[src/hdl/fetch_pkg.sv]
`default_nettype none

package fetch_pkg;

    // basic field widths
    localparam int WORD_W = 32;
    localparam int EXCP_W = 7;
    localparam int FLAG_W = 2;

    // queue geometry
    localparam int FETCH_DEPTH = 4;
    localparam int FETCH_PTR_W = 2;

    // instruction queue entry holds two words, inst1 on top
    localparam int INST_W = 2 * WORD_W;

    // tag entry layout, low to high
    localparam int TAG_EXCP_LSB  = 0;
    localparam int TAG_XFLAG_LSB = TAG_EXCP_LSB + EXCP_W;
    localparam int TAG_PRIV_LSB  = TAG_XFLAG_LSB + FLAG_W;
    localparam int TAG_BR_LSB    = TAG_PRIV_LSB + FLAG_W;
    localparam int TAG_TAKEN_BIT = TAG_BR_LSB + FLAG_W;
    localparam int TAG_BADV_LSB  = TAG_TAKEN_BIT + 1;
    localparam int TAG_PC_LSB    = TAG_BADV_LSB + WORD_W;
    localparam int TAG_PCN_LSB   = TAG_PC_LSB + WORD_W;

    // 110 bits in total
    localparam int TAG_W = TAG_PCN_LSB + WORD_W;

    // pc, address or instruction
    typedef logic [WORD_W-1:0] word_t;

    typedef logic [INST_W-1:0] inst_pair_t;

    typedef logic [TAG_W-1:0] fetch_tag_t;

    typedef logic [EXCP_W-1:0] excp_code_t;

    // excp, priv and branch flags
    typedef logic [FLAG_W-1:0] flag2_t;

    // occupancy, needs to reach FETCH_DEPTH itself
    typedef logic [FETCH_PTR_W:0] fifo_cnt_t;

    // core comes out of reset here
    localparam word_t PC_RESET = 32'h1c00_0000;

    // andi r0, r0, 0
    localparam word_t INST_NOP = 32'h0340_0000;

endpackage

`default_nettype wire
[src/hdl/fetch_buffer.sv]
`timescale 1ns/1ps
`default_nettype none

module fetch_buffer (
    input  wire logic                   clk,
    input  wire logic                   rst_n,
    input  wire logic                   flush,
    input  wire logic                   fifo_readygo,
    input  wire logic                   fifo_ready,
    input  wire fetch_pkg::flag2_t      priv_flag,
    input  wire fetch_pkg::flag2_t      branch_flag,
    input  wire fetch_pkg::word_t       if1_inst0,
    input  wire fetch_pkg::word_t       if1_inst1,
    input  wire fetch_pkg::word_t       if1_pc,
    input  wire fetch_pkg::word_t       if1_pc_next,
    input  wire logic                   if1_pc_taken,
    input  wire fetch_pkg::word_t       if1_badv,
    input  wire fetch_pkg::excp_code_t  if1_exception,
    input  wire fetch_pkg::flag2_t      if1_excp_flag,
    output logic                        write_en,
    output logic                        pop_en,
    output logic                        fifo_allowin,
    output logic                        fifo_valid,
    output logic                        nearly_full,
    output logic                        space_ok,
    output fetch_pkg::word_t            fifo_inst0,
    output fetch_pkg::word_t            fifo_inst1,
    output fetch_pkg::word_t            fifo_pc,
    output fetch_pkg::word_t            fifo_pc_add,
    output fetch_pkg::word_t            fifo_pc_next,
    output fetch_pkg::word_t            fifo_badv,
    output logic                        fifo_pc_taken,
    output fetch_pkg::excp_code_t       fifo_exception,
    output fetch_pkg::flag2_t           fifo_excp_flag,
    output fetch_pkg::flag2_t           fifo_priv_flag,
    output fetch_pkg::flag2_t           fifo_branch_flag
);

    import fetch_pkg::*;

    inst_pair_t inst_din;
    inst_pair_t inst_dout;
    fetch_tag_t tag_din;
    fetch_tag_t tag_dout;
    logic       inst_full;
    logic       inst_empty;
    logic       inst_nearly_full;
    logic       tag_full;
    logic       tag_empty;

    assign inst_din = {if1_inst1, if1_inst0};

    // order must match the TAG_*_LSB layout in the package
    assign tag_din = {
        if1_pc_next,
        if1_pc,
        if1_badv,
        if1_pc_taken,
        branch_flag,
        priv_flag,
        if1_excp_flag,
        if1_exception
    };

    fetch_fifo #(
        .DATA_WIDTH   (INST_W)
    ) inst_queue_i (
        .clk          (clk),
        .rst_n        (rst_n),
        .flush        (flush),
        .push         (write_en),
        .pop          (pop_en),
        .din          (inst_din),
        .dout         (inst_dout),
        .full         (inst_full),
        .empty        (inst_empty),
        .nearly_full  (inst_nearly_full),
        // no consumer for the low-water mark yet
        .nearly_empty ()
    );

    // tag queue levels are only cross-checked, never used for control
    fetch_fifo #(
        .DATA_WIDTH   (TAG_W)
    ) tag_queue_i (
        .clk          (clk),
        .rst_n        (rst_n),
        .flush        (flush),
        .push         (write_en),
        .pop          (pop_en),
        .din          (tag_din),
        .dout         (tag_dout),
        .full         (tag_full),
        .empty        (tag_empty),
        .nearly_full  (),
        .nearly_empty ()
    );

    fetch_buf_ctrl ctrl_i (
        .clk              (clk),
        .rst_n            (rst_n),
        .fifo_readygo     (fifo_readygo),
        .fifo_ready       (fifo_ready),
        .inst_dout        (inst_dout),
        .tag_dout         (tag_dout),
        .inst_full        (inst_full),
        .inst_empty       (inst_empty),
        .inst_nearly_full (inst_nearly_full),
        .tag_full         (tag_full),
        .tag_empty        (tag_empty),
        .write_en         (write_en),
        .pop_en           (pop_en),
        .fifo_allowin     (fifo_allowin),
        .fifo_valid       (fifo_valid),
        .nearly_full      (nearly_full),
        .space_ok         (space_ok),
        .fifo_inst0       (fifo_inst0),
        .fifo_inst1       (fifo_inst1),
        .fifo_pc          (fifo_pc),
        .fifo_pc_add      (fifo_pc_add),
        .fifo_pc_next     (fifo_pc_next),
        .fifo_badv        (fifo_badv),
        .fifo_pc_taken    (fifo_pc_taken),
        .fifo_exception   (fifo_exception),
        .fifo_excp_flag   (fifo_excp_flag),
        .fifo_priv_flag   (fifo_priv_flag),
        .fifo_branch_flag (fifo_branch_flag)
    );

endmodule

`default_nettype wire

[src/hdl/fetch_buf_ctrl.sv]
`timescale 1ns/1ps
`default_nettype none

module fetch_buf_ctrl (
    // clock and reset feed the assertions only
    input  wire logic                   clk,
    input  wire logic                   rst_n,
    input  wire logic                   fifo_readygo,
    input  wire logic                   fifo_ready,
    input  wire fetch_pkg::inst_pair_t  inst_dout,
    input  wire fetch_pkg::fetch_tag_t  tag_dout,
    input  wire logic                   inst_full,
    input  wire logic                   inst_empty,
    input  wire logic                   inst_nearly_full,
    input  wire logic                   tag_full,
    input  wire logic                   tag_empty,
    output logic                        write_en,
    output logic                        pop_en,
    output logic                        fifo_allowin,
    output logic                        fifo_valid,
    output logic                        nearly_full,
    output logic                        space_ok,
    output fetch_pkg::word_t            fifo_inst0,
    output fetch_pkg::word_t            fifo_inst1,
    output fetch_pkg::word_t            fifo_pc,
    output fetch_pkg::word_t            fifo_pc_add,
    output fetch_pkg::word_t            fifo_pc_next,
    output fetch_pkg::word_t            fifo_badv,
    output logic                        fifo_pc_taken,
    output fetch_pkg::excp_code_t       fifo_exception,
    output fetch_pkg::flag2_t           fifo_excp_flag,
    output fetch_pkg::flag2_t           fifo_priv_flag,
    output fetch_pkg::flag2_t           fifo_branch_flag
);

    import fetch_pkg::*;

    // shared strobes for both queues
    assign write_en = fifo_readygo && !inst_full;
    assign pop_en   = fifo_ready && !inst_empty;

    // status levels, the instruction queue stands for both
    assign fifo_allowin = !inst_full;
    assign fifo_valid   = !inst_empty;
    assign nearly_full  = inst_nearly_full;
    // count of two or less
    assign space_ok     = !inst_full && !inst_nearly_full;

    // head packet, or a nop packet at the reset pc when empty
    always_comb begin
        if (fifo_valid) begin
            fifo_inst0       = inst_dout[0 +: WORD_W];
            fifo_inst1       = inst_dout[WORD_W +: WORD_W];
            fifo_pc          = tag_dout[TAG_PC_LSB +: WORD_W];
            fifo_pc_next     = tag_dout[TAG_PCN_LSB +: WORD_W];
            fifo_badv        = tag_dout[TAG_BADV_LSB +: WORD_W];
            fifo_pc_taken    = tag_dout[TAG_TAKEN_BIT];
            fifo_exception   = tag_dout[TAG_EXCP_LSB +: EXCP_W];
            fifo_excp_flag   = tag_dout[TAG_XFLAG_LSB +: FLAG_W];
            fifo_priv_flag   = tag_dout[TAG_PRIV_LSB +: FLAG_W];
            fifo_branch_flag = tag_dout[TAG_BR_LSB +: FLAG_W];
        end else begin
            fifo_inst0       = INST_NOP;
            fifo_inst1       = INST_NOP;
            fifo_pc          = PC_RESET;
            // nop pair covers two slots
            fifo_pc_next     = PC_RESET + word_t'(8);
            fifo_badv        = PC_RESET;
            fifo_pc_taken    = 1'b0;
            fifo_exception   = '0;
            fifo_excp_flag   = '0;
            fifo_priv_flag   = '0;
            fifo_branch_flag = '0;
        end
    end

    // pc of the second slot
    assign fifo_pc_add = fifo_pc + word_t'(4);

    // both queues see identical strobes, so they must track each other
    a_queues_agree: assert property (
        @(posedge clk) disable iff (!rst_n)
        (tag_full == inst_full) && (tag_empty == inst_empty)
    ) else $error("fetch_buf_ctrl: instruction and tag queues disagree");

    // the buffer only becomes valid through a push
    a_valid_needs_push: assert property (
        @(posedge clk) disable iff (!rst_n)
        $rose(fifo_valid) |-> $past(write_en)
    ) else $error("fetch_buf_ctrl: valid rose without a push");

    // same for reaching full
    a_full_needs_push: assert property (
        @(posedge clk) disable iff (!rst_n)
        $rose(inst_full) |-> $past(write_en) && !$past(pop_en)
    ) else $error("fetch_buf_ctrl: full rose without a net push");

endmodule

`default_nettype wire

[src/hdl/fetch_fifo.sv]
`timescale 1ns/1ps
`default_nettype none

module fetch_fifo #(
    parameter int DATA_WIDTH = fetch_pkg::INST_W
) (
    input  wire logic                  clk,
    input  wire logic                  rst_n,
    input  wire logic                  flush,
    input  wire logic                  push,
    input  wire logic                  pop,
    input  wire logic [DATA_WIDTH-1:0] din,
    output logic      [DATA_WIDTH-1:0] dout,
    output logic                       full,
    output logic                       empty,
    output logic                       nearly_full,
    output logic                       nearly_empty
);

    import fetch_pkg::*;

    logic [DATA_WIDTH-1:0]  mem [FETCH_DEPTH];
    logic [FETCH_PTR_W-1:0] wr_ptr;
    logic [FETCH_PTR_W-1:0] rd_ptr;
    fifo_cnt_t              cnt;

    // storage, written only while not flushing
    always_ff @(posedge clk) begin
        if (push && !flush) begin
            mem[wr_ptr] <= din;
        end
    end

    // pointers wrap naturally since depth is a power of two
    always_ff @(posedge clk or negedge rst_n) begin
        if (!rst_n) begin
            wr_ptr <= '0;
            rd_ptr <= '0;
        end else if (flush) begin
            wr_ptr <= '0;
            rd_ptr <= '0;
        end else begin
            if (push) begin
                wr_ptr <= wr_ptr + FETCH_PTR_W'(1);
            end
            if (pop) begin
                rd_ptr <= rd_ptr + FETCH_PTR_W'(1);
            end
        end
    end

    // occupancy count
    always_ff @(posedge clk or negedge rst_n) begin
        if (!rst_n) begin
            cnt <= '0;
        end else if (flush) begin
            cnt <= '0;
        end else begin
            case ({push, pop})
                2'b10: begin
                    cnt <= cnt + fifo_cnt_t'(1);
                end
                2'b01: begin
                    cnt <= cnt - fifo_cnt_t'(1);
                end
                default: begin
                    // idle, or push and pop together
                    cnt <= cnt;
                end
            endcase
        end
    end

    // show-ahead read of the head entry
    assign dout = mem[rd_ptr];

    // flags straight from the count
    assign full         = (cnt == fifo_cnt_t'(FETCH_DEPTH));
    assign empty        = (cnt == fifo_cnt_t'(0));
    assign nearly_full  = (cnt == fifo_cnt_t'(FETCH_DEPTH - 1));
    assign nearly_empty = (cnt == fifo_cnt_t'(1));

    // strobes are qualified upstream, so these must never fire
    a_no_push_full: assert property (
        @(posedge clk) disable iff (!rst_n)
        push |-> !full
    ) else $error("fetch_fifo: push while full");

    a_no_pop_empty: assert property (
        @(posedge clk) disable iff (!rst_n)
        pop |-> !empty
    ) else $error("fetch_fifo: pop while empty");

    a_cnt_bound: assert property (
        @(posedge clk) disable iff (!rst_n)
        cnt <= fifo_cnt_t'(FETCH_DEPTH)
    ) else $error("fetch_fifo: count above depth");

endmodule

`default_nettype wire

[config.mk]
export PLATFORM = sky130hd
export DESIGN_NAME = fetch_buffer
export DESIGN_NICKNAME = d
export VERILOG_FILES = /design/src/hdl/fetch_pkg.sv /design/src/hdl/fetch_buffer.sv /design/src/hdl/fetch_buf_ctrl.sv /design/src/hdl/fetch_fifo.sv
export SDC_FILE = /design/constraint.sdc
export NUM_CORES = 1
export LEC_CHECK = 0
export BUFFER_PORTS_ARGS = -buffer_cell sky130_fd_sc_hd__buf_2
export CORE_UTILIZATION = 37
export CTS_CLUSTER_SIZE = 24
export DETAILED_ROUTE_END_ITERATION = 12
export GPL_TIMING_DRIVEN = 1
export SETUP_SLACK_MARGIN = 0.15
export SYNTH_ARGS = -nofsm -noshare
export SYNTH_HDL_FRONTEND = slang
export SYNTH_SLANG_ARGS = --single-unit
export TNS_END_PERCENT = 5
[constraint.sdc]
create_clock -name clk -period 4.92 [get_ports clk]
set_clock_uncertainty 0.05 [all_clocks]
set_input_delay 0.738 -clock clk [delete_from_list [all_inputs] [get_ports clk]]
set_output_delay 0.738 -clock clk [all_outputs]
set_load 0.005 [all_outputs]
# [Word level (Yosys, flattened, before mapping)]
# Memory sizes are Yosys's and may differ from the RTL's.
# Index checks and enable logic that the tools add are counted.
[word_totals] n_memories=2 regBits=11 out_inout_bits=212 mem_bits_rw=696 elab_cells=52
[classes] addsub=7 n_eq_ne=4 mux=22 n_reduce_logical=12
[mem_list] memory="tag_queue_i.mem" words=4 word_bits=110 read_ports=1 rd_clocked_by_memory_dff=0 wr=1 line="fetch_fifo.sv:22" rtl="logic [DATA_WIDTH-1:0] mem [FETCH_DEPTH];"
[mem_list] memory="inst_queue_i.mem" words=4 word_bits=64 read_ports=1 rd_clocked_by_memory_dff=0 wr=1 line="fetch_fifo.sv:22"
[op_table] op="$mux 32" n=5
[op_table] op="$add 32x3->32 const B" n=1
[op_table] op="$mux 2" n=11
[op_table] op="$add 2x1->2 const B" n=4
[op_table] op="$mux 7" n=1
[op_table] op="$pmux 3 s2" n=1
[op_table] op="$logic_and 1x1->1" n=4
[op_table] op="$logic_not 1->1" n=4
[op_table] op="$reduce_bool 2->1" n=2
[op_table] op="$add 3x1->3 const B" n=1
[op_table] op="$eq 3x2->1 const B" n=1
[op_table] op="$eq 3x3->1 const B" n=1
[op_table] op="$logic_not 3->1" n=1
[op_table] op="$mux 1" n=3
[op_table] op="$mux 3" n=1
[op_table] op="$reduce_bool 3->1" n=1
[op_table] op="$sub 3x1->3 const B" n=1
[op_table] op="$eq 2x1->1 const B" n=1
[op_table] op="$eq 2x2->1 const B" n=1

# [Logic depth before layout (Yosys ltp)]
[depth] ltp_word=6 ltp_mapped=15

# [By module]
# Synthesis repeated with hierarchy kept, for this count alone.
[hier_totals] cells_unflattened=1321 hier_area_um2=28090.7
[modules_own_cells] mod="fetch_fifo (tag_queue_i)" n_inst=1 area_each_um2=16399.5 cells_per_inst=629
[modules_own_cells] mod="fetch_fifo (inst_queue_i)" n_inst=1 area_each_um2=9751.9 cells_per_inst=389
[modules_own_cells] mod="fetch_buf_ctrl" n_inst=1 area_each_um2=1939.4 cells_per_inst=303

# [Worst setup path after synthesis]
# Ideal clock, no wire load.
[synth_timing] path_type="register to register" from="register inst_queue_i.cnt[2]" to="memory tag_queue_i.mem[0][0] (netlist bit), enable pin" path_stages_with_launch=7 t_arrival_ns=3.883 t_required_ns=4.388 slack_ns=0.505 setup_ns=0.482 cell_sequence="dfrtp_1 buf_2 or3b_2 clkbuf_1 nand2_1 nor2_1 and2_1"
[synth_via] elab_chain_cells=6
[synth_lines] item="start, declared" line="fetch_fifo.sv:25" rtl="fifo_cnt_t cnt;"
[synth_lines] item="start signal, assigned" line="fetch_fifo.sv:61" rtl="cnt <= cnt + fifo_cnt_t'(1);"
[synth_lines] item="start signal, assigned" line="fetch_fifo.sv:64" rtl="cnt <= cnt - fifo_cnt_t'(1);"
[synth_lines] item="start signal, assigned" line="fetch_fifo.sv:68" rtl="cnt <= cnt;"
[synth_lines] item="$eq 3x3->1" line="fetch_fifo.sv:78" rtl="assign full = (cnt == fifo_cnt_t'(FETCH_DEPTH));"
[synth_lines] item="$logic_not 1->1"
[synth_lines] item="named net fifo_allowin" line="fetch_buffer.sv:22" rtl="output logic fifo_allowin,"
[synth_lines] item="$logic_and 1x1->1" line="fetch_buf_ctrl.sv:39" rtl="assign write_en = fifo_readygo && !inst_full;"
[synth_lines] item="$logic_and 1x1->1" line="fetch_fifo.sv:29" rtl="if (push && !flush) begin"
[synth_lines] item="$mux 1" line="fetch_fifo.sv:29"
[synth_lines] item="$mux 1 (implied by the code)" line="fetch_fifo.sv:30" rtl="mem[wr_ptr] <= din;"
[synth_lines] item="end, declared" line="fetch_fifo.sv:22"
# The timed path passes the listed nets, and every way through them passes these cells.

# [Worst setup path in the final report]
[layout_timing] from="register tag_queue_i.rd_ptr[1]" to="output fifo_pc_add[24]"
[layout_via] elab_chain_cells=3
[layout_lines] item="start, declared" line="fetch_fifo.sv:24" rtl="logic [FETCH_PTR_W-1:0] rd_ptr;"
[layout_lines] item="start signal, assigned" line="fetch_fifo.sv:47" rtl="rd_ptr <= rd_ptr + FETCH_PTR_W'(1);"
[layout_lines] item="$mem_v2 4x110"
[layout_lines] item="$mux 32" line="fetch_buf_ctrl.sv:51" rtl="if (fifo_valid) begin"
[layout_lines] item="$add 32x3->32" line="fetch_buf_ctrl.sv:78" rtl="assign fifo_pc_add = fifo_pc + word_t'(4);"
[layout_lines] item="end, declared" line="fetch_buffer.sv:29" rtl="output fetch_pkg::word_t fifo_pc_add,"
# Every way passes these cells.

==> metrics.yaml <==
synth:
  ys_seq_area_frac: 0.764
  synth_edf_count: 696
  synth_cell_type_count: 44
  synth_area_per_cell_um2: 21.6
  synth_top_area_cell: "edfxtp_1"
  syn-cell-area_um2: 27700
  synthArstFlopShare: 0.0156
  synth_cells: 1284
  synth_seq_cells: 707
  syn-num-nets: 1473
  synth_top_area_share: 0.754
  synth-warning-count: 0
  synth.area.top_cells: "edfxtp_1, mux4_2, and2_1, dfrtp_1, xor2_1"
  synthFlopType: "edfxtp_1"
power:
  power.density_nw_per_um2: 533
  ir_drop_uv: 298
  p_leak_nw: 11.3
  power_w: 0.0177
route:
  drtIter0Drc: 669
  wire_per_inst_um: 22.0
  dr.pass1.iters: 5
  drcViolationCount: 0
  vias: 13564
  antenna_left: 0
  vias_per_cell: 4.98
  drt-total-wl_um: 60000
worst_setup_path:
  crit_chain: "mux4_2, nand2_1, inv_1, ha_1, o31a_1, and4_4, nand4_2, and3b_1, mux2_4, buf_2"
  cpMaxStageDelayCell: "dfrtp_4"
  slowest_delay_ps: 860
  required_ps: 4130
  worst-setup-path-type: "flop to output port"
  critPathCaptureType: "output port"
  cp.arrival_ps: 3560
  rr_worst_depth: 4
  critPathMaxFanout: 42
  critPathLaunchType: "flop"
  r2r-start: "inst_queue_i.cnt[0]$_DFFE_PN0P_"
  rr_endpoint: "inst_queue_i.mem[3][3]$_DFFE_PP_"
  r2r_slack_ps: 1990
die:
  die_h_um: 276
  core_um2: 73600
  dieArea_um2: 76000
  initial_core_util: 0.377
  num_rows: 99
  die_w_um: 276
  io-pin-count: 391
clock_network:
  clockBufferDepth: 3
  cts_made_buffers: 76
  cts.repair.resized: 0
  cts_tree: "done"
  postCtsSetupBuffers: 0
  clkTransAtPathRegs_ps: 60
  ctsHoldBuffers: 1
  cts_root_buffer: "clkbuf_16"
  cts.sinks: 707
  htree_levels: 3
  clock_latency_ps: 590
status:
  status: "complete, no violations"
timing:
  slew_violations: 0
  whs_ps: 290
  tightestPinTransition_ps: 1060
  finalSetupViolCount: 0
  finalHoldViolCount: 0
  slew-limit-headroom: 0.291
  finalCritPeriodShare: 0.883
  fmax_mhz: 230
  period_minus_slack_ps: 4340
  tns_ps: 0
  rsz0062_at_grt: "no"
finish:
  layout-drive-gt1-share: 0.418
  nets: 1893
  area_growth_pct: 19.7
placed_design:
  gp_congestion: 0.770
  io_buffers: 390
  dpl.hpwl_um: 35900
hold_path:
  hold_end: "tag_queue_i.mem[0][101]$_DFFE_PP_"
  hold_depth: 1
  hp-class: "input pin to flop"
  hold_start: "if1_pc_next[23]"
global_route:
  antenna_found_initial: 24
  grt_pass1_vias: 14448
  track_usage: 0.157
  grt_overflow: 0
  grt_max_degree: 111
  grt_pass1_wl_um: 88400
run:
  cap_violations: 0
-- registers in the layout (all words and copies together) (netlist names) --
name	flops
tag_queue_i.rd_ptr	2
inst_queue_i.rd_ptr	2
inst_queue_i.cnt	3
inst_queue_i.mem	256
tag_queue_i.wr_ptr	2
tag_queue_i.mem	440
inst_queue_i.wr_ptr	2
-- logic make-up after synthesis --
kind of cell / Yosys count / share of synthesized area
adders and majority gates: 10 / 0.00479
and+or+nand+nor: 270 / 0.0607
muxes: 177 / 0.144
DFF: 707 / 0.764
buffers and inverters: 77 / 0.0136
xor gates and xnor gates: 36 / 0.0114
AOI/OAI and AO/OA: 7 / 0.00199
-- synth_stat cells, types with 2 or more instances --
cell,n
clkbuf_1,30
dfrtp_1,11
and3_1,3
a21oi_1,2
ha_1,9
buf_6,3
nor3_2,3
nor2_1,19
and4_1,5
inv_1,9
nor3_1,2
nand4_4,2
mux4_2,172
xor2_1,19
or2_2,15
nand2_1,29
nor4_2,5
and4_4,4
mux4_1,3
xnor2_1,17
buf_2,18
nand4_1,5
buf_1,10
and2_1,165
buf_4,4
edfxtp_1,696
nand3_1,7
-- metrics by stage --
| stage | util | setup slack [ps] | cells | instance area [um^2] |
|---|---|---|---|---|
| after floorplan | - | 505 | 1284 | 27700 |
| after global placement | 0.418 | 1180 | 2584 | 30800 |
| after detailed placement | 0.418 | 1160 | 2584 | 30800 |
| after CTS | 0.451 | 486 | 2721 | 33200 |
| after global routing | 0.451 | 355 | 2723 | 33200 |
| final | 0.451 | 576 | 2725 | 33200 |
-- placed cells by master, fill, tap and decap left out, types with 4 or more instances in the layout --
cell / n
edfxtp_1: 696
buf_2: 390
mux4_2: 172
and2_1: 157
clkbuf_16: 78
nand2_1: 29
nor2_1: 19
xor2_1: 19
xnor2_1: 17
clkbuf_1: 16
or2_2: 15
clkinv_2: 14
buf_4: 13
clkinv_1: 12
inv_1: 9
and2_4: 9
ha_1: 9
nand3_1: 7
dfrtp_1: 7
nand4_1: 5
and4_1: 5
nor4_2: 5
bufinv_16: 5
clkinvlp_4: 5
buf_12: 5
diode_2: 4
nor3_2: 4
and4_4: 4
-- cell type report --
class                           instances  area (um^2)
Antenna cell                            4         10.0
Clock buffer                           94         2010
Clock inverter                         42          374
Fill cell                            6351        40400
Inverter                               10         40.0
Multi-Input combinational cell        500         6190
Sequential cell                       707        21200
Tap cell                              959         1200
Timing Repair Buffer                  409         2160
-- worst max-delay path: cells and delay by family, from the launching register on --
family / cells / cell delay [ps]
DFF: 1 / 860
adders and majority gates: 1 / 220
muxes: 2 / 660
and+or+nand+nor: 4 / 810
AOI/OAI and AO/OA: 1 / 160
buffers and inverters: 2 / 230
-- how the worst max path moves through the flow --
stage | startpoint | endpoint | slack (ps) | depth (start not counted)
2_1_floorplan | inst_queue_i.cnt[2]$_DFFE_PN0P_ | tag_queue_i.mem[0][0]$_DFFE_PP_ | 510 | 6
3_3_place_gp | tag_queue_i.rd_ptr[0]$_DFFE_PN0P_ | fifo_pc_add[24] | 1180 | 10
3_5_place_dp | tag_queue_i.rd_ptr[1]$_DFFE_PN0P_ | fifo_pc_add[24] | 1160 | 10
4_1_cts | tag_queue_i.rd_ptr[1]$_DFFE_PN0P_ | fifo_pc_add[24] | 490 | 10
5_1_grt | tag_queue_i.rd_ptr[1]$_DFFE_PN0P_ | fifo_pc_add[28] | 360 | 10
6_report | tag_queue_i.rd_ptr[1]$_DFFE_PN0P_ | fifo_pc_add[24] | 580 | 10
-- metal layers --
metal | vias to the layer above | global-route usage | share of wire
li1 | 6028 | - | -
met4 | 32 | 0.0512 | 0.026
met1 | 7005 | 0.200 | 0.41
met2 | 372 | 0.248 | 0.47
met3 | 127 | 0.0607 | 0.087
met5 | - | 0 | 0.0036
-- power by group --
part           internal [W]  switching (W)
Combinational       0.00238        0.00255
Clock               0.00318        0.00228
Sequential          0.00704       0.000259
(Power assumes the default switching activity.)
